**config.mk**
```make
export PLATFORM = sky130hd
export DESIGN_NAME = gem_inj_sequencer
export DESIGN_NICKNAME = d
export VERILOG_FILES = /design/src/logic/gem_inj_sequencer.sv
export VERILOG_INCLUDE_DIRS = /design/src /design/src/logic
export SDC_FILE = /design/constraint.sdc
export NUM_CORES = 1
export LEC_CHECK = 0
export BUFFER_PORTS_ARGS = -buffer_cell sky130_fd_sc_hd__buf_2
export CAP_MARGIN = 15
export CELL_PAD_IN_SITES_DETAIL_PLACEMENT = 1
export CELL_PAD_IN_SITES_GLOBAL_PLACEMENT = 1
export CORE_MARGIN = 1
export CORE_UTILIZATION = 37
export DETAILED_ROUTE_END_ITERATION = 12
export GPL_TIMING_DRIVEN = 0
export PLACE_DENSITY = 0.92
export REMOVE_ABC_BUFFERS = 1
export SYNTH_ARGS = -nofsm -noshare
export SYNTH_HDL_FRONTEND = slang
export SYNTH_SLANG_ARGS = --single-unit
export TNS_END_PERCENT = 30
```
**constraint.sdc**
```tcl
create_clock -name clock -period 3.9 [get_ports clock]
set_input_delay 0.585 -clock clock [delete_from_list [all_inputs] [get_ports clock]]
set_output_delay 0.585 -clock clock [all_outputs]
set_load 0.02 [all_outputs]
```
**src/logic/gem_cfg.svh**
```systemverilog
`ifndef GEM_CFG_SVH
`define GEM_CFG_SVH

// ------------------------------
// cluster format
// ------------------------------
`define GEM_MXCLST      4     // clusters per bunch crossing
`define GEM_CLST_BITS   14    // one packed cluster
`define GEM_ADR_BITS    11    // pad address
`define GEM_CNT_BITS    3     // cluster size
`define GEM_LINK_BITS   56    // decoded link word, four clusters
`define GEM_SEL_BITS    2     // cluster select on readout

// ------------------------------
// memories
// ------------------------------
`define GEM_INJ_DEPTH   1024  // injector time bins per cluster
`define GEM_INJ_ADRB    10
`define GEM_RAW_DEPTH   2048  // raw-hits storage depth
`define GEM_RAW_ADRB    11
`define GEM_TBIN_BITS   12    // last tbin and tbin counter, may wrap the ram

// ------------------------------
// wishbone map
// ------------------------------
`define GEM_WB_ADRB           13       // word address
`define GEM_WB_DATB           16
`define GEM_WB_LAST_TBIN_ADR  13'h1000 // last time bin register

`endif

```
**src/logic/gem_inj_sequencer.sv**
```systemverilog
`include "gem_cfg.svh"

module gem_inj_sequencer (
  input  logic                      clock,
  input  logic                      sm_reset,
  input  logic                      inj_go,    // one clock start pulse
  input  logic [`GEM_TBIN_BITS-1:0] last_tbin, // final tbin of the injection
  output logic [`GEM_INJ_ADRB-1:0]  inj_tbin,  // injector ram read address
  output logic                      inj_pass   // 1 = pass link data
);

  typedef enum logic {
    PASS,      // link data to the front end
    INJECTING  // stepping through the injector rams
  } inj_state_t;

  inj_state_t                inj_sm;
  logic [`GEM_TBIN_BITS-1:0] inj_tbin_cnt; // 0-4095
  logic                      inj_tbin_done;

  // ------------------------------
  // pass / injecting fsm
  // ------------------------------
  assign inj_tbin_done = (inj_tbin_cnt == last_tbin); // last_tbin+1 bins read

  always_ff @(posedge clock) begin
    if (sm_reset) begin
      inj_sm <= PASS;
    end else begin
      case (inj_sm)
        PASS:      if (inj_go)        inj_sm <= INJECTING;
        INJECTING: if (inj_tbin_done) inj_sm <= PASS;
        default:                      inj_sm <= PASS;
      endcase
    end
  end

  // ------------------------------
  // tbin counter
  // ------------------------------
  always_ff @(posedge clock) begin
    if (sm_reset || inj_sm == PASS) begin
      inj_tbin_cnt <= '0;                 // held at 0 while passing
    end else begin
      inj_tbin_cnt <= inj_tbin_cnt + 1'b1; // one tbin per bx
    end
  end

  // low bits address the ram, counter can wrap past the depth
  assign inj_tbin = inj_tbin_cnt[`GEM_INJ_ADRB-1:0];

  // select flag lags the state by one clock, matching the ram read
  always_ff @(posedge clock) begin
    if (sm_reset) begin
      inj_pass <= 1'b1;
    end else begin
      inj_pass <= (inj_sm == PASS);
    end
  end

endmodule

```
==> results.tsv, run 1 <==
metric	value	unit
run status	finished, final reports clean	
routed length per placed instance	14.8	um
type of the worst min-delay path	reg -> reg	
DR vias/cell	5.02	
synth-to-layout area growth	15.3	%
Netlist Area Pre-Place	744	um2
footprint of the multi-input gates	370	um2
fill count	228	
number of CTS-inserted buffers	3	
mean area per synthesized cell	8.86	um2
synthesis-stage register bit count	14	
critical path, cell by cell	buf_2	
Internal Power	0.000213	W
clk buf depth	2	
die area	2200	um2
nets@finish	119	
I/O pins	26	
Synth area leader	dfxtp_1	
RSZ-0062 raised after global routing	no	
DRT Pass-1 Iters	4	
die width	46.9	um
CP max FO	6	
slew of the pin with the lowest slew margin	0.514	ns
Worst IR Drop VDD	0.144	mV
Commonest cells post-synth	dfxtp_1 (14), xnor2_1 (12), nor2_1 (11)	
critical path type	reg -> out	
delay-heaviest family, CP	flip-flops	
period utilisation layout	40.0	%
htree depth	1	
register area	280	um2
Critical Path End Type	primary output	
DIE HEIGHT	46.9	um
worst path bufs/invs	1	
top_reg_cell synth	dfxtp_1	
Comb power frac	8.1	%
sequential area share after synthesis	37.6	%
slowest stage delay, CP	0.47	ns
worst slack, placed	2.34	ns
Async S/R FF share, synth	0	%
post-CTS setup buffers	0	
Sw Ratio	23.1	%
Netlist cell types	21	
GRT overflow	0	
cts hold-fix bufs	0	
Total Wirelength	1880	um
drc violations	0	
Final Setup Violations	0	
Post-synth EDFFs	0	
clk_lat worst skew	0.28	ns
setup TNS	0	ns
final hold violations	0	
worst hold path stage count	1	
Critical Path RT	3.31	ns
clk slew on worst S/H paths	0.09	ns
drt first-iter violations	5	
Pleak	0.357	nW
vias in the first global route	639	
sw power	0.0000639	W
CP Depth	1	
final max-slew violation count	0	
worst setup margin	2.34	ns
RePlAce Congestion	0.677	
clock share of power	38.8	%
Rows	15	
GRT Util Overall	19.3	%
Final ANT Viol Nets	0	
first-pass GRT wire length	2840	um
Gate Count Post-Synth	84	
layout cell share with drive strength beyond 1	30.4	%
Yosys top cell area share	37.6	%
Peak Freq	0.640	GHz
top post-synthesis cells by area	dfxtp_1 (38%), xnor2_1 (14%), buf_4 (10%)	
PD cells	322	nW/um2
Worst Skew	0.000798	ns
PortBufs	25	
initial antenna violation count	0	
Final Critical Period	1.56	ns
core area	1800	um2
yosys warns	0	
initial core utilization	41.3	%
vias	638	
TritonCTS clock tree	yes	
most instantiated library cell after synthesis	dfxtp_1	
maxcap violations	0	
Seq pwr share	53.1	%
final core utilization	47.6	%
Arrival @ worst endpoint	0.98	ns
fin area	858	um2
placed cell area	822	um2
startpoint types	flop	
Sink Count	14	
root buffer cell	clkbuf_4	
Slowest-stage cell, CP	dfxtp_1	
Register-to-Register Path Depth	5	
dpl hpwl	1390	um
largest net degree at the start of global routing	14	
# diodes	0	
Slew HR	65.7	%
PostCTS Resize Cnt	0	
==> flip-flops by register name, indices dropped and copies added (netlist names) <==
| signal | cells |
|---|---|
| inj_tbin_cnt | 12 |
| inj_sm | 1 |
| inj_pass | 1 |
==> area by class of cell <==
class	instances	share of cell area, %
inverters	4	1.75
repair buffers	25	14.6
flip-flops and latches	14	32.7
multi-input cells	55	43.1
well taps	25	3.64
clock buffers	4	4.23
==> worst paths after layout <==
check                             startpoint                           to  slack [ns]
hold / removal             inj_sm$_SDFF_PP0_            inj_sm$_SDFF_PP0_        0.52
setup / recovery  inj_tbin_cnt[2]$_SDFF_PP0_                  inj_tbin[2]        2.34
hold reg to reg            inj_sm$_SDFF_PP0_            inj_sm$_SDFF_PP0_        0.52
setup reg to reg  inj_tbin_cnt[0]$_SDFF_PP0_  inj_tbin_cnt[10]$_SDFF_PP0_        2.35
==> through the flow <==
step	total power (W)	hold WS, ns	instances
2_1_floorplan	0.000160	0.456	73
3_3_place_gp	0.000171	0.466	123
3_5_place_dp	0.000173	0.501	123
4_1_cts	0.000278	0.514	127
5_1_grt	0.000290	0.556	127
6_report	0.000277	0.516	127
==> metal layers <==
metal	vias to the layer above	track usage, %	part of all wire (%)	wire length, um
li1	301	-	-	-
met1	303	20.4	41	771
met2	26	34.2	49	925
met3	8	4.62	6.1	114
met4	0	12.6	3.9	73
met5	-	0	0	0
==> layout by cell type, fill, tap and decap left out, types with 2 or more instances in the layout <==
cell / Yosys / final
buf_2: 0 / 25
dfxtp_1: 14 / 14
xnor2_1: 12 / 12
nor2_1: 11 / 11
xor2_1: 8 / 8
nand3_1: 4 / 4
inv_1: 4 / 4
nor3_1: 3 / 3
clkbuf_4: 0 / 3
nand2_1: 2 / 2
o21ai_0: 2 / 2
or3_1: 2 / 2
a21oi_1: 2 / 2
nor4_1: 2 / 2
==> logic make-up (layout without fill, tap and decap cells) <==
group	Yosys count	in the layout	share of synthesized area [%]
simple gates	28	28	19.7
flops	14	14	37.6
compound gates	6	6	4.87
fa+ha+maj	1	1	1.68
xor+xnor	20	20	23.5
buf+inv	15	33	12.6
==> power groups by stage <==
stage               sequential (W)  clock (W)  combinational (W)
floorplan                 0.000152          0         0.00000880
global placement          0.000150          0          0.0000212
detailed placement        0.000150          0          0.0000223
CTS                       0.000147   0.000109          0.0000228
global route              0.000147   0.000117          0.0000251
finish                    0.000147   0.000107          0.0000224
No activity file was read; power rests on OpenSTA's default activity.
==> inputs of run 2 (changes only) <==
CORE_UTILIZATION = 34   (was 37)
PLACE_DENSITY = 0.86   (was 0.92)
clock period = 1.6 ns   (was 3.9 ns; I/O delays follow)
==> run 2 against run 1 <==
Compared with the run above: critical path depth is 4 higher; die area is 8.5% higher; critical endpoint is now inj_tbin_cnt[10]$_SDFF_PP0_; largest power group unchanged; clock skew hardly changed; cell count is 0.79% higher; combinational power is 140% higher; flip-flop and latch count stayed put; global-route usage is 3.0 points lower; via count is 3.3% lower; sequential share of layout area is 0.53 points higher; core utilization is 5.3 points lower; highest routed layer unchanged; setup slack worse by 2.2 ns; non-clock buffer count stayed put.
==> results.tsv, run 2 (same netlist as run 1, synthesis figures left out) <==
metric	value	unit	change
run status	finished, final reports clean		unchanged
setup TNS	0	ns	unchanged
CP max FO	5		was 6
# diodes	0		unchanged
R2R Setup Slk	0.1	ns	was 2.35 ns
DR vias/cell	4.82		was 5.02
drc violations	0		unchanged
first-pass GRT wire length	2990	um	was 2840 um
Largest regs	inj_tbin_cnt (12), inj_pass (1), inj_sm (1)		unchanged
initial core utilization	37.2	%	was 41.3%
largest net degree at the start of global routing	14		unchanged
Final Critical Period	1.50	ns	
Sink Count	14		unchanged
final max-slew violation count	0		unchanged
GRT Util Overall	16.4	%	was 19.3%
PD cells	724	nW/um2	was 322 nW/um2
Pleak	0.351	nW	was 0.357 nW
period utilisation layout	94.0	%	
clk_lat worst skew	0.28	ns	about the same
number of CTS-inserted buffers	3		unchanged
dpl hpwl	1340	um	was 1390 um
Slowest-stage cell, CP	dfxtp_1		unchanged
Peak Freq	0.665	GHz	
worst hold path stage count	3		was 1
CP Depth	5		was 1
routed length per placed instance	13.7	um	was 14.8 um
slowest stage delay, CP	0.44	ns	was 0.47 ns
Rows	16		was 15
RePlAce Congestion	0.744		was 0.677
commonest non-fill, non-tap cell in the layout	buf_2		unchanged
synth-to-layout area growth	13.9	%	was 15.3%
Worst Hold End	inj_sm$_SDFF_PP0_		unchanged
RSZ-0062 raised after global routing	yes		was no
Total Wirelength	1760	um	was 1880 um
layout cell share with drive strength beyond 1	30.7	%	was 30.4%
Critical Path End Type	flop		was primary output
Register-to-Register Path Depth	5		unchanged
maxcap violations	0		unchanged
reg-to-reg critical path endpoint	inj_tbin_cnt[10]$_SDFF_PP0_		unchanged
Final ANT Viol Nets	0		unchanged
Arrival @ worst endpoint	1.66	ns	was 0.98 ns
Slew HR	66.6	%	was 65.7%
slew of the pin with the lowest slew margin	0.502	ns	was 0.514 ns
Top reg by flops	inj_tbin_cnt		unchanged
PortBufs	25		unchanged
Critical Path RT	1.76	ns	was 3.31 ns
critical path, cell by cell	ha_1, nand3_1, nor3_1, xnor2_1, nor2_1		was buf_2
commonest cells after routing, fill and taps aside	buf_2 (25), dfxtp_1 (13), xnor2_1 (12), nor2_1 (11), xor2_1 (8)		was buf_2 (25), dfxtp_1 (14), xnor2_1 (12), nor2_1 (11), xor2_1 (8)
nets@finish	119		unchanged
vias	617		was 638
clk slew on worst S/H paths	0.08	ns	was 0.09 ns
Final Setup Violations	0		unchanged
Hold Crit Start	sm_reset		was inj_sm$_SDFF_PP0_
Worst Skew	0.00117	ns	was 0.000798 ns
final core utilization	42.4	%	was 47.6%
clk buf depth	2		unchanged
initial antenna violation count	0		unchanged
root buffer cell	clkbuf_4		unchanged
fin area	848	um2	was 858 um2
htree depth	1		unchanged
max reg flops	12		unchanged
critical path type	reg -> reg		was reg -> out
vias in the first global route	672		was 639
worst path bufs/invs	0		was 1
drt first-iter violations	7		was 5
TritonCTS clock tree	yes		unchanged
die width	48.8	um	was 46.9 um
I/O pins	26		unchanged
type of the worst min-delay path	in -> reg		was reg -> reg
die area	2380	um2	was 2200 um2
DIE HEIGHT	48.8	um	was 46.9 um
GRT overflow	0		unchanged
placed cell area	825	um2	was 822 um2
Crit. Startpoint	inj_tbin_cnt[1]$_SDFF_PP0_		was inj_tbin_cnt[2]$_SDFF_PP0_
final hold violations	0		unchanged
DRT Pass-1 Iters	4		unchanged
Worst IR Drop VDD	0.229	mV	was 0.144 mV
delay-heaviest family, CP	simple AND/OR/NAND/NOR gates		was flip-flops
reg2reg start	inj_tbin_cnt[1]$_SDFF_PP0_		was inj_tbin_cnt[0]$_SDFF_PP0_
core area	2000	um2	was 1800 um2
startpoint types	flop		unchanged
-- run 2: layout make-up --
class | instances | area, um2
multi-input cells | 55 | 370
fillers | 263 | 1150
flip-flops and latches | 14 | 282
well taps | 27 | 33.8
repair buffers | 25 | 125
clock buffers | 3 | 22.5
inverters | 4 | 15.0
-- run 2: how the worst max path moves through the flow --
stage | slack [ns] | end
after floorplan | 0.16 | inj_tbin_cnt[10]$_SDFF_PP0_
after global placement | 0.14 | inj_tbin_cnt[10]$_SDFF_PP0_
after global routing | -0.03 | inj_tbin_cnt[8]$_SDFF_PP0_
after detailed placement | 0.06 | inj_tbin_cnt[10]$_SDFF_PP0_
final | 0.1 | inj_tbin_cnt[10]$_SDFF_PP0_
after CTS | 0.05 | inj_tbin_cnt[10]$_SDFF_PP0_
-- run 2: timing repair --
item | CTS | global route
gates resized for setup | 0 | 1
hold buffers | 0 | 0
endpoints found under the setup margin | 0 | 2
setup buffers | 0 | 0
-- run 2: layer usage --
metal,routed length (um),track usage [%]
met1,767,18.4
met2,878,30.6
met3,90,2.80
met4,21,5.88
met5,0,0
-- run 2: worst reg2reg max path: stages (launching register included) --
cell and delay [ns]:
dfxtp_1 0.44, ha_1 0.24, nand3_1 0.21, nor3_1 0.29, xnor2_1 0.15, nor2_1 0.06
-- run 2: per-stage QoR --
stage	cells	total power, W	worst slack, ns	hold slack (ns)
after floorplan	73	0.000391	0.156	0.409
after global placement	125	0.000418	0.142	0.468
after detailed placement	125	0.000421	0.0586	0.485
after CTS	128	0.000615	0.0522	0.222
after global routing	128	0.000636	-0.0274	0.239
final	128	0.000614	0.0966	0.218
-- run 2: report_power, final --
group	switching [W]	internal, W
Sequential	0.00000531	0.000353
Clock	0.000113	0.0000875
Combinational	0.0000276	0.0000268
