<file path="src/logic/gem_cfg.svh">
`ifndef GEM_CFG_SVH
`define GEM_CFG_SVH

// ------------------------------
// cluster format
// ------------------------------
`define GEM_MXCLST      4     // clusters per bunch crossing
`define GEM_CLST_BITS   14    // one packed cluster
`define GEM_ADR_BITS    11    // pad address
`define GEM_CNT_BITS    3     // cluster size
`define GEM_LINK_BITS   56    // decoded link word, four clusters
`define GEM_SEL_BITS    2     // cluster select on readout

// ------------------------------
// memories
// ------------------------------
`define GEM_INJ_DEPTH   1024  // injector time bins per cluster
`define GEM_INJ_ADRB    10
`define GEM_RAW_DEPTH   2048  // raw-hits storage depth
`define GEM_RAW_ADRB    11
`define GEM_TBIN_BITS   12    // last tbin and tbin counter, may wrap the ram

// ------------------------------
// wishbone map
// ------------------------------
`define GEM_WB_ADRB           13       // word address
`define GEM_WB_DATB           16
`define GEM_WB_LAST_TBIN_ADR  13'h1000 // last time bin register

`endif

</file>
<file path="src/logic/gem_pkg.sv">
`include "gem_cfg.svh"

package gem_pkg;

  // one cluster, size on top of pad address
  typedef struct packed {
    logic [`GEM_CNT_BITS-1:0] cnt; // cluster size
    logic [`GEM_ADR_BITS-1:0] adr; // pad address, 10:9 both set means empty
  } cluster_t;

  // all clusters of one bx, element 0 in the low bits
  typedef cluster_t [`GEM_MXCLST-1:0] cluster_vec_t;

  // raw-hits ram word, odd parity per 7 bit half
  typedef struct packed {
    logic                         par_hi; // odd parity of hi
    logic [`GEM_CLST_BITS/2-1:0]  hi;     // cluster bits 13:7
    logic                         par_lo; // odd parity of lo
    logic [`GEM_CLST_BITS/2-1:0]  lo;     // cluster bits 6:0
  } raw_word_t;

  // injector ram word as written by the host
  typedef struct packed {
    logic [`GEM_WB_DATB-`GEM_CLST_BITS-1:0] spare; // stored and read back only
    cluster_t                               clst;  // injected cluster
  } inj_word_t;

  // wishbone classic master request, held until ack
  typedef struct packed {
    logic                    cyc;
    logic                    stb;
    logic                    we;
    logic [`GEM_WB_ADRB-1:0] adr; // word address
    logic [`GEM_WB_DATB-1:0] dat; // write data
  } wb_req_t;

endpackage

</file>
<file path="src/logic/gem_cluster_front.sv">
`include "gem_cfg.svh"

module gem_cluster_front (
  input  logic                      clock,
  input  logic                      sm_reset,
  input  logic [`GEM_LINK_BITS-1:0] link_data,    // decoded link word
  input  gem_pkg::cluster_vec_t     inj_clusters, // injector ram outputs
  input  logic                      inj_pass,     // 1 = link, 0 = injector
  output gem_pkg::cluster_vec_t     clusters,     // registered clusters
  output logic [`GEM_MXCLST-1:0]    vpf           // cluster valid flags
);

  gem_pkg::cluster_vec_t link_clst; // link word split into clusters
  gem_pkg::cluster_vec_t sel_clst;  // after the source select

  // ------------------------------
  // unpack and select
  // ------------------------------
  genvar iclst;
  generate
    for (iclst = 0; iclst < `GEM_MXCLST; iclst++) begin : g_unpack
      // cluster i sits at bits 14i+13 to 14i
      assign link_clst[iclst] = link_data[iclst*`GEM_CLST_BITS +: `GEM_CLST_BITS];
    end
  endgenerate

  assign sel_clst = inj_pass ? link_clst : inj_clusters; // whole bx switches at once

  // ------------------------------
  // output register
  // ------------------------------
  always_ff @(posedge clock) begin
    if (sm_reset) begin
      clusters <= '1;       // all ones is an empty bx
    end else begin
      clusters <= sel_clst;
    end
  end

  // valid unless address 10:9 both set, taken after the register
  generate
    for (iclst = 0; iclst < `GEM_MXCLST; iclst++) begin : g_vpf
      assign vpf[iclst] = ~(&clusters[iclst].adr[`GEM_ADR_BITS-1:`GEM_ADR_BITS-2]);
    end
  endgenerate

endmodule

</file>
<file path="config.mk">
export PLATFORM = sky130hd
export DESIGN_NAME = gem_cluster_front
export DESIGN_NICKNAME = d
export VERILOG_FILES = /design/src/logic/gem_pkg.sv /design/src/logic/gem_cluster_front.sv
export VERILOG_INCLUDE_DIRS = /design/src /design/src/logic
export SDC_FILE = /design/constraint.sdc
export NUM_CORES = 1
export LEC_CHECK = 0
export ABC_CLOCK_PERIOD_IN_PS = 1000
export BUFFER_PORTS_ARGS = -buffer_cell sky130_fd_sc_hd__buf_2
export CORE_MARGIN = 4
export CORE_UTILIZATION = 29
export DETAILED_ROUTE_END_ITERATION = 8
export SYNTH_ARGS = -nofsm -noshare
export SYNTH_HDL_FRONTEND = slang
export SYNTH_SLANG_ARGS = --single-unit
</file>
<file path="constraint.sdc">
create_clock -name clock -period 1 [get_ports clock]
set_input_delay 0.1 -clock clock [delete_from_list [all_inputs] [get_ports clock]]
set_output_delay 0.1 -clock clock [all_outputs]
set_load 0.03 [all_outputs]
</file>
==> results of run 1 <==
-- layout make-up --
type	instances	share of cell area, %
Clock buffer	6	1.98
Clock inverter	2	0.954
Multi-Input combinational cell	116	23.3
Sequential cell	56	30.8
Tap cell	96	3.27
Timing Repair Buffer	227	39.7
-- layout by cell type, fill, tap and decap left out, types with 2 or more instances in the layout --
cell type / Yosys / routed
sky130_fd_sc_hd__nand2_1: 4 / 4
sky130_fd_sc_hd__buf_4: 1 / 3
sky130_fd_sc_hd__nor2b_1: 56 / 56
sky130_fd_sc_hd__dfxtp_1: 56 / 48
sky130_fd_sc_hd__clkbuf_8: 0 / 5
sky130_fd_sc_hd__dlygate4sd3_1: 0 / 48
sky130_fd_sc_hd__buf_12: 0 / 4
sky130_fd_sc_hd__buf_6: 6 / 2
sky130_fd_sc_hd__a211o_1: 56 / 56
sky130_fd_sc_hd__dfxtp_2: 0 / 8
sky130_fd_sc_hd__buf_2: 5 / 169
-- worst max-delay path, stage by stage (launching register included) --
cell and delay [ns]:
sky130_fd_sc_hd__dfxtp_2 0.35, sky130_fd_sc_hd__nand2_1 0.07, sky130_fd_sc_hd__buf_6 0.14
-- per-layer routing --
metal	up-vias	global-route usage [%]	part of all wire (%)
met1	990	15.0	37
met2	104	29.3	53
met3	6	4.26	8.5
met5	-	0	0
met4	0	4.27	1.2
li1	1095	-	-
-- stage by stage --
| stage | total power [mW] | instance area (µm²) | setup WS [ns] |
|---|---|---|---|
| detailed placement | 3.60 | 3060 | 0.118 |
| CTS | 5.24 | 3650 | 0.00118 |
| finish | 5.16 | 3670 | 0.0404 |
| global placement | 3.59 | 3060 | 0.120 |
| floorplan | 3.16 | 2100 | 0.151 |
| global route | 5.44 | 3670 | -0.00628 |
-- synth_stat cells --
cell type	instances	area share (%)
sky130_fd_sc_hd__buf_2	5	1.2
sky130_fd_sc_hd__buf_4	1	0.36
sky130_fd_sc_hd__buf_6	6	3.2
sky130_fd_sc_hd__nand2_1	4	0.71
sky130_fd_sc_hd__clkbuf_1	6	1.1
sky130_fd_sc_hd__a211o_1	56	23
sky130_fd_sc_hd__nor2b_1	56	17
sky130_fd_sc_hd__dfxtp_1	56	53
-- worst paths after layout --
path | start | end | slack [ns] | depth (start not counted)
hold / removal | link_data[51] | clusters[51] | 0.02 | 2
setup / recovery | clusters[23] | vpf[1] | 0.04 | 2
-- power by group through the flow --
| stage | combinational [mW] | clock, mW | sequential, mW |
|---|---|---|---|
| floorplan | 0.353 | 0 | 2.81 |
| global placement | 1.11 | 0 | 2.48 |
| detailed placement | 1.12 | 0 | 2.48 |
| CTS | 1.27 | 1.54 | 2.43 |
| global route | 1.37 | 1.62 | 2.45 |
| finish | 1.28 | 1.44 | 2.43 |
-- cells by family after synthesis --
logic type / share of synthesized area, %
AO/OA/AOI/OAI: 23.4
buffers and inverters: 5.84
flip-flops: 53.4
AND/OR/NAND/NOR: 17.4
-- timing repair --
| item | CTS | global route |
|---|---|---|
| gates resized for setup | 2 | 15 |
| setup endpoints to repair | 1 | 5 |
| hold buffers | 48 | 0 |
| endpoints found under the hold margin | 48 | 0 |
==> Implementation_results.wiki, run 1 <==
{| class="wikitable"
! Metric !! Value
|-
| Cell variety after synth || 8
|-
| Initial cell density of the core || 30.4%
|-
| Element type at the critical path end || output port
|-
| Largest reg by FF count || clusters
|-
| Run status || finished, final reports clean
|-
| Clock Root Buffer || sky130_fd_sc_hd__clkbuf_8
|-
| Leakage dissipation || 1.78 nW
|-
| Total number of vias || 2195
|-
| Overall die width || 93.1 µm
|-
| Largest net degree at the start of global routing || 47
|-
| Post-synth design cell area || 0.00210 mm²
|-
| Flop pwr share || between 40 and 50%
|-
| Routed wirelength normalized by instance count || 13.5 µm
|-
| Number of flip-flops in the largest register || 56
|-
| Number of global-route vias before repair || approximately 2200
|-
| Half-perimeter wire length after detailed placement || around 4700 µm
|-
| Register area || about 0.0011 mm²
|-
| Kind of critical path || reg2out
|-
| Filler Cell Count || around 670
|-
| Initial antenna violation count || 0
|-
| Antenna Cells || 0
|-
| Number of nets in the layout || 521
|-
| Ratio of final minimum period to clock period || 96.0%
|-
| Clock-pin slew of the registers on the worst-case setup and hold paths || 0.09 ns
|-
| Total congestion overflow || 0
|-
| Internal Power || 3.74 mW
|-
| Class of the most critical hold timing path || in2reg
|-
| Final-report max-slew violation count || 0
|-
| Number of nets with antenna violations after routing || 0
|-
| Area used by multi-input combinational logic || 856 µm²
|-
| Total of buffers placed on input and output ports || 174
|-
| Slew @ Worst Pin || between 0.2 and 0.25 ns
|-
| Post-CTS Repair Setup Buffers || 0
|-
| Final weighted congestion in routability-driven placement || 0.702
|-
| Maximum clock frequency || 1040 MHz
|-
| Area Growth Syn to Fin || 75.0%
|-
| Smallest hold slack || between 0.015 and 0.02 ns
|-
| Detailed-route vias per instance || 4.36
|-
| Clock power frac || 27.9%
|-
| Clock period minus final worst setup slack || 0.960 ns
|-
| Switching share of power || 27.5%
|-
| Wire length of the first global-routing pass || roughly 10000 µm
|-
| Net Switching || 1.42 mW
|-
| Std-Cell Rows || 30
|-
| CP Data Required Time || 0.90 ns
|-
| Registers with the highest flip-flop counts || clusters (56)
|-
| VDD IR max || 876 µV
|-
| Total negative slack || 0 ns
|-
| Placed Cells incl. Taps || 447
|-
| Final number of hold-violating endpoints || 0
|-
| Maximum buffer depth of the clock tree || 2
|-
| Number of maximum-capacitance violations || 0
|-
| Combinational group share of total power || 24.9%
|-
| Number of levels in the clock H-tree || 2
|-
| Area of the die || 0.00866 mm²
|-
| Share of final-layout standard cells stronger than drive strength 1 || between 40% and 50%
|-
| Number of synthesized register bits || 56
|-
| Global-route usage over all layers || about 15%
|-
| Non-filler instance count after layout || 503
|-
| TritonCTS Buffers || 5
|-
| Critical path arrival || approximately 0.86 ns
|-
| Max-slew headroom at the worst pin || 85.1%
|-
| Starting DRT DRC Count || 70
|-
| DRC Markers || 0
|-
| Number of warnings reported in the yosys synthesis log || 0
|-
| Number of cells produced by synthesis || 190
|-
| Clock sink total || between 50 and 60
|-
| Synthesized area divided by synthesized cell count || about 11 µm²
|-
| Number of detailed-routing iterations run before antenna repair || 4
|-
| Post-synthesis sequential area ratio || 53.4%
|-
| Largest fanout on the critical path || 2
|-
| Overall routed net length || a little under 7000 µm
|-
| Count of final setup violators || 0
|-
| Power per cell area || roughly 1400 mW/mm²
|-
| TritonCTS clock tree || yes
|-
| Post-synth net total || 305
|-
| Number of top-level pins || 175
|-
| Utilization after layout || 53.2%
|-
| Die outline height || 93.1 µm
|-
| Worst Setup Start Kind || register
|-
| Core area || 0.00691 mm²
|}
Power figures use the tool's default switching activity.
==> run 2: changes to the inputs <==
Settings changed: CORE_UTILIZATION 29 to 31, PLACE_DENSITY from default to 0.67.
==> run 2 against run 1 <==
Net effect:
- worst setup slack about the same
- sequential share of layout area up 0.95 points
- utilization up 2.0 points
- critical path depth unchanged
- final cell count down 4.8%
- highest routed layer unchanged
==> Implementation_results.wiki, run 2 (same netlist as run 1, synthesis figures left out) <==
{| class="wikitable"
! Metric !! Value
|-
| Number of nets in the layout || just over 500
|-
| Worst Hold Path Cells || 2
|-
| Area of the die || between 0.008 and 0.009 mm²
|-
| Final weighted congestion in routability-driven placement || 0.707
|-
| Element type at the critical path end || output port
|-
| Clock period minus final worst setup slack || 0.959 ns
|-
| Initial cell density of the core || 32.5%
|-
| Total congestion overflow || 0
|-
| Global-route usage over all layers || 15.2%
|-
| Number of nets with antenna violations after routing || 0
|-
| Starting DRT DRC Count || 40
|-
| Run status || finished, final reports clean
|-
| Clock sink total || 56
|-
| Flop pwr share || 49.2%
|-
| DRC Markers || 0
|-
| Final number of hold-violating endpoints || 0
|-
| Net Switching || 1.40 mW
|-
| Final-report max-slew violation count || 0
|-
| Number of global-route vias before repair || approximately 2200
|-
| Cell area after placement || 0.00303 mm²
|-
| Largest fanout on the critical path || 2
|-
| CP Data Required Time || 0.90 ns
|-
| TritonCTS clock tree || yes
|-
| Slew @ Worst Pin || 0.256 ns
|-
| Max-slew headroom at the worst pin || 83.0%
|-
| Initial antenna violation count || 0
|-
| Leakage dissipation || approximately 1.7 nW
|-
| Critical path arrival || approximately 0.86 ns
|-
| Clock-pin slew of the registers on the worst-case setup and hold paths || 0.09 ns
|-
| Worst min-delay path startpoint || link_data[30]
|-
| Kind of critical path || reg2out
|-
| TritonCTS Buffers || 5
|-
| Std-Cell Rows || 29
|-
| Wire length of the first global-routing pass || around 10000 µm
|-
| Number of detailed-routing iterations run before antenna repair || 4
|-
| Worst Setup Start Kind || register
|-
| Detailed-route vias per instance || ~4.5
|-
| Non-Filler Cell Area, Final || 0.00356 mm²
|-
| Ratio of final minimum period to clock period || 95.9%
|-
| Switching share of power || 28.4%
|-
| Share of final-layout standard cells stronger than drive strength 1 || 48.3%
|-
| Unrepaired setup endpoints after global routing || false
|-
| Power per cell area || 1390 mW/mm²
|-
| Most frequent cells in the layout || sky130_fd_sc_hd__buf_2 (169), sky130_fd_sc_hd__nor2b_1 (56), sky130_fd_sc_hd__a211o_1 (56)
|-
| Combinational group share of total power || 25.4%
|-
| Number of top-level pins || 175
|-
| Antenna Cells || 0
|-
| Clock power frac || approximately a quarter
|-
| Routed wirelength normalized by instance count || 13.6 µm
|-
| Power Total || 4.94 mW
|-
| Smallest hold slack || 0.00695 ns
|-
| Die outline height || 90.3 µm
|-
| Min-Delay Endpoint || clusters[30]
|-
| Count of final setup violators || 0
|-
| Core area || 0.00646 mm²
|-
| VDD IR max || between 600 and 700 µV
|-
| Most frequent standard cell in the layout excluding fill and tap cells || sky130_fd_sc_hd__buf_2
|-
| Largest net degree at the start of global routing || 57
|-
| Number of maximum-capacitance violations || 0
|-
| Class of the most critical hold timing path || in2reg
|-
| Largest reg by FF count || clusters
|-
| Maximum buffer depth of the clock tree || 2
|-
| Internal Power || 3.54 mW
|-
| Total negative slack || 0 ns
|-
| Maximum clock frequency || between 1000 and 1500 MHz
|-
| Clock Root Buffer || sky130_fd_sc_hd__clkbuf_8
|-
| Area Growth Syn to Fin || 69.7%
|-
| Number of levels in the clock H-tree || 2
|-
| Number of flip-flops in the largest register || 56
|-
| Registers with the highest flip-flop counts || clusters (56)
|-
| Half-perimeter wire length after detailed placement || 4460 µm
|-
| Overall die width || between 90 and 100 µm
|-
| Overall routed net length || 6530 µm
|-
| Total number of vias || ~2200
|-
| Total of buffers placed on input and output ports || between 150 and 200
|}
## run 2: changes by cell type in the layout (fill, tap and decap cells not counted), sizes merged
cell         change
buf              +1
dlygate4sd3      -6
bufinv           -1
clkbuf           +2
clkinv           -1
## run 2: worst max-delay path, stage by stage, from the launching register on
cell,delay [ns]
sky130_fd_sc_hd__dfxtp_2,0.33
sky130_fd_sc_hd__nand2_1,0.06
sky130_fd_sc_hd__clkbuf_4,0.18
## run 2: cell type report
type / instances / area, µm²
fill: 570 / 2900
timing repair buffer: 222 / 1390
sequential: 56 / 1130
multi-input combinational: 116 / 856
tap: 77 / 96.3
clock buffer: 8 / 90.1
## run 2: how the worst max path moves through the flow
stage                       startpoint  cells after the start  slack (ns)      endpoint
final                     clusters[51]                      2        0.04        vpf[3]
after global routing      clusters[51]                      2       0.001        vpf[3]
after CTS                 clusters[23]                      2        0.01        vpf[1]
after detailed placement      inj_pass                      4        0.11  clusters[18]
after global placement        inj_pass                      4        0.13  clusters[15]
after floorplan           clusters[10]                      1        0.15        vpf[0]
## run 2: power by group through the flow
| stage | registers [mW] | clock network (mW) | logic, mW |
|---|---|---|---|
| floorplan | 2.81 | 0 | 0.353 |
| global placement | 2.47 | 0 | 1.10 |
| detailed placement | 2.48 | 0 | 1.11 |
| CTS | 2.43 | 1.32 | 1.24 |
| global route | 2.45 | 1.40 | 1.34 |
| finish | 2.43 | 1.25 | 1.25 |
## run 2: metrics by stage
| stage | std cells | utilization, % | setup slack [ns] |
|---|---|---|---|
| final | 479 | 55.2 | 0.0407 |
| after global routing | 479 | 55.2 | 0.00123 |
| after CTS | 478 | 54.6 | 0.0141 |
| after detailed placement | 429 | 46.9 | 0.109 |
| after global placement | 429 | 46.9 | 0.132 |
| after floorplan | 190 | - | 0.151 |
## run 2: what timing repair did
action                                 CTS  global route
setup endpoints to repair                0             5
buffers inserted                         0             0
hold buffers                            41             1
gates resized for setup                  0            16
endpoints found under the hold margin   41             1
## run 2: per-layer routing
metal	vias up	wire, µm	GRT usage (%)
met4	0	102	3.95
li1	1087	-	-
met1	959	2520	16.6
met5	-	0	0
met3	10	575	5.83
met2	106	3330	27.4
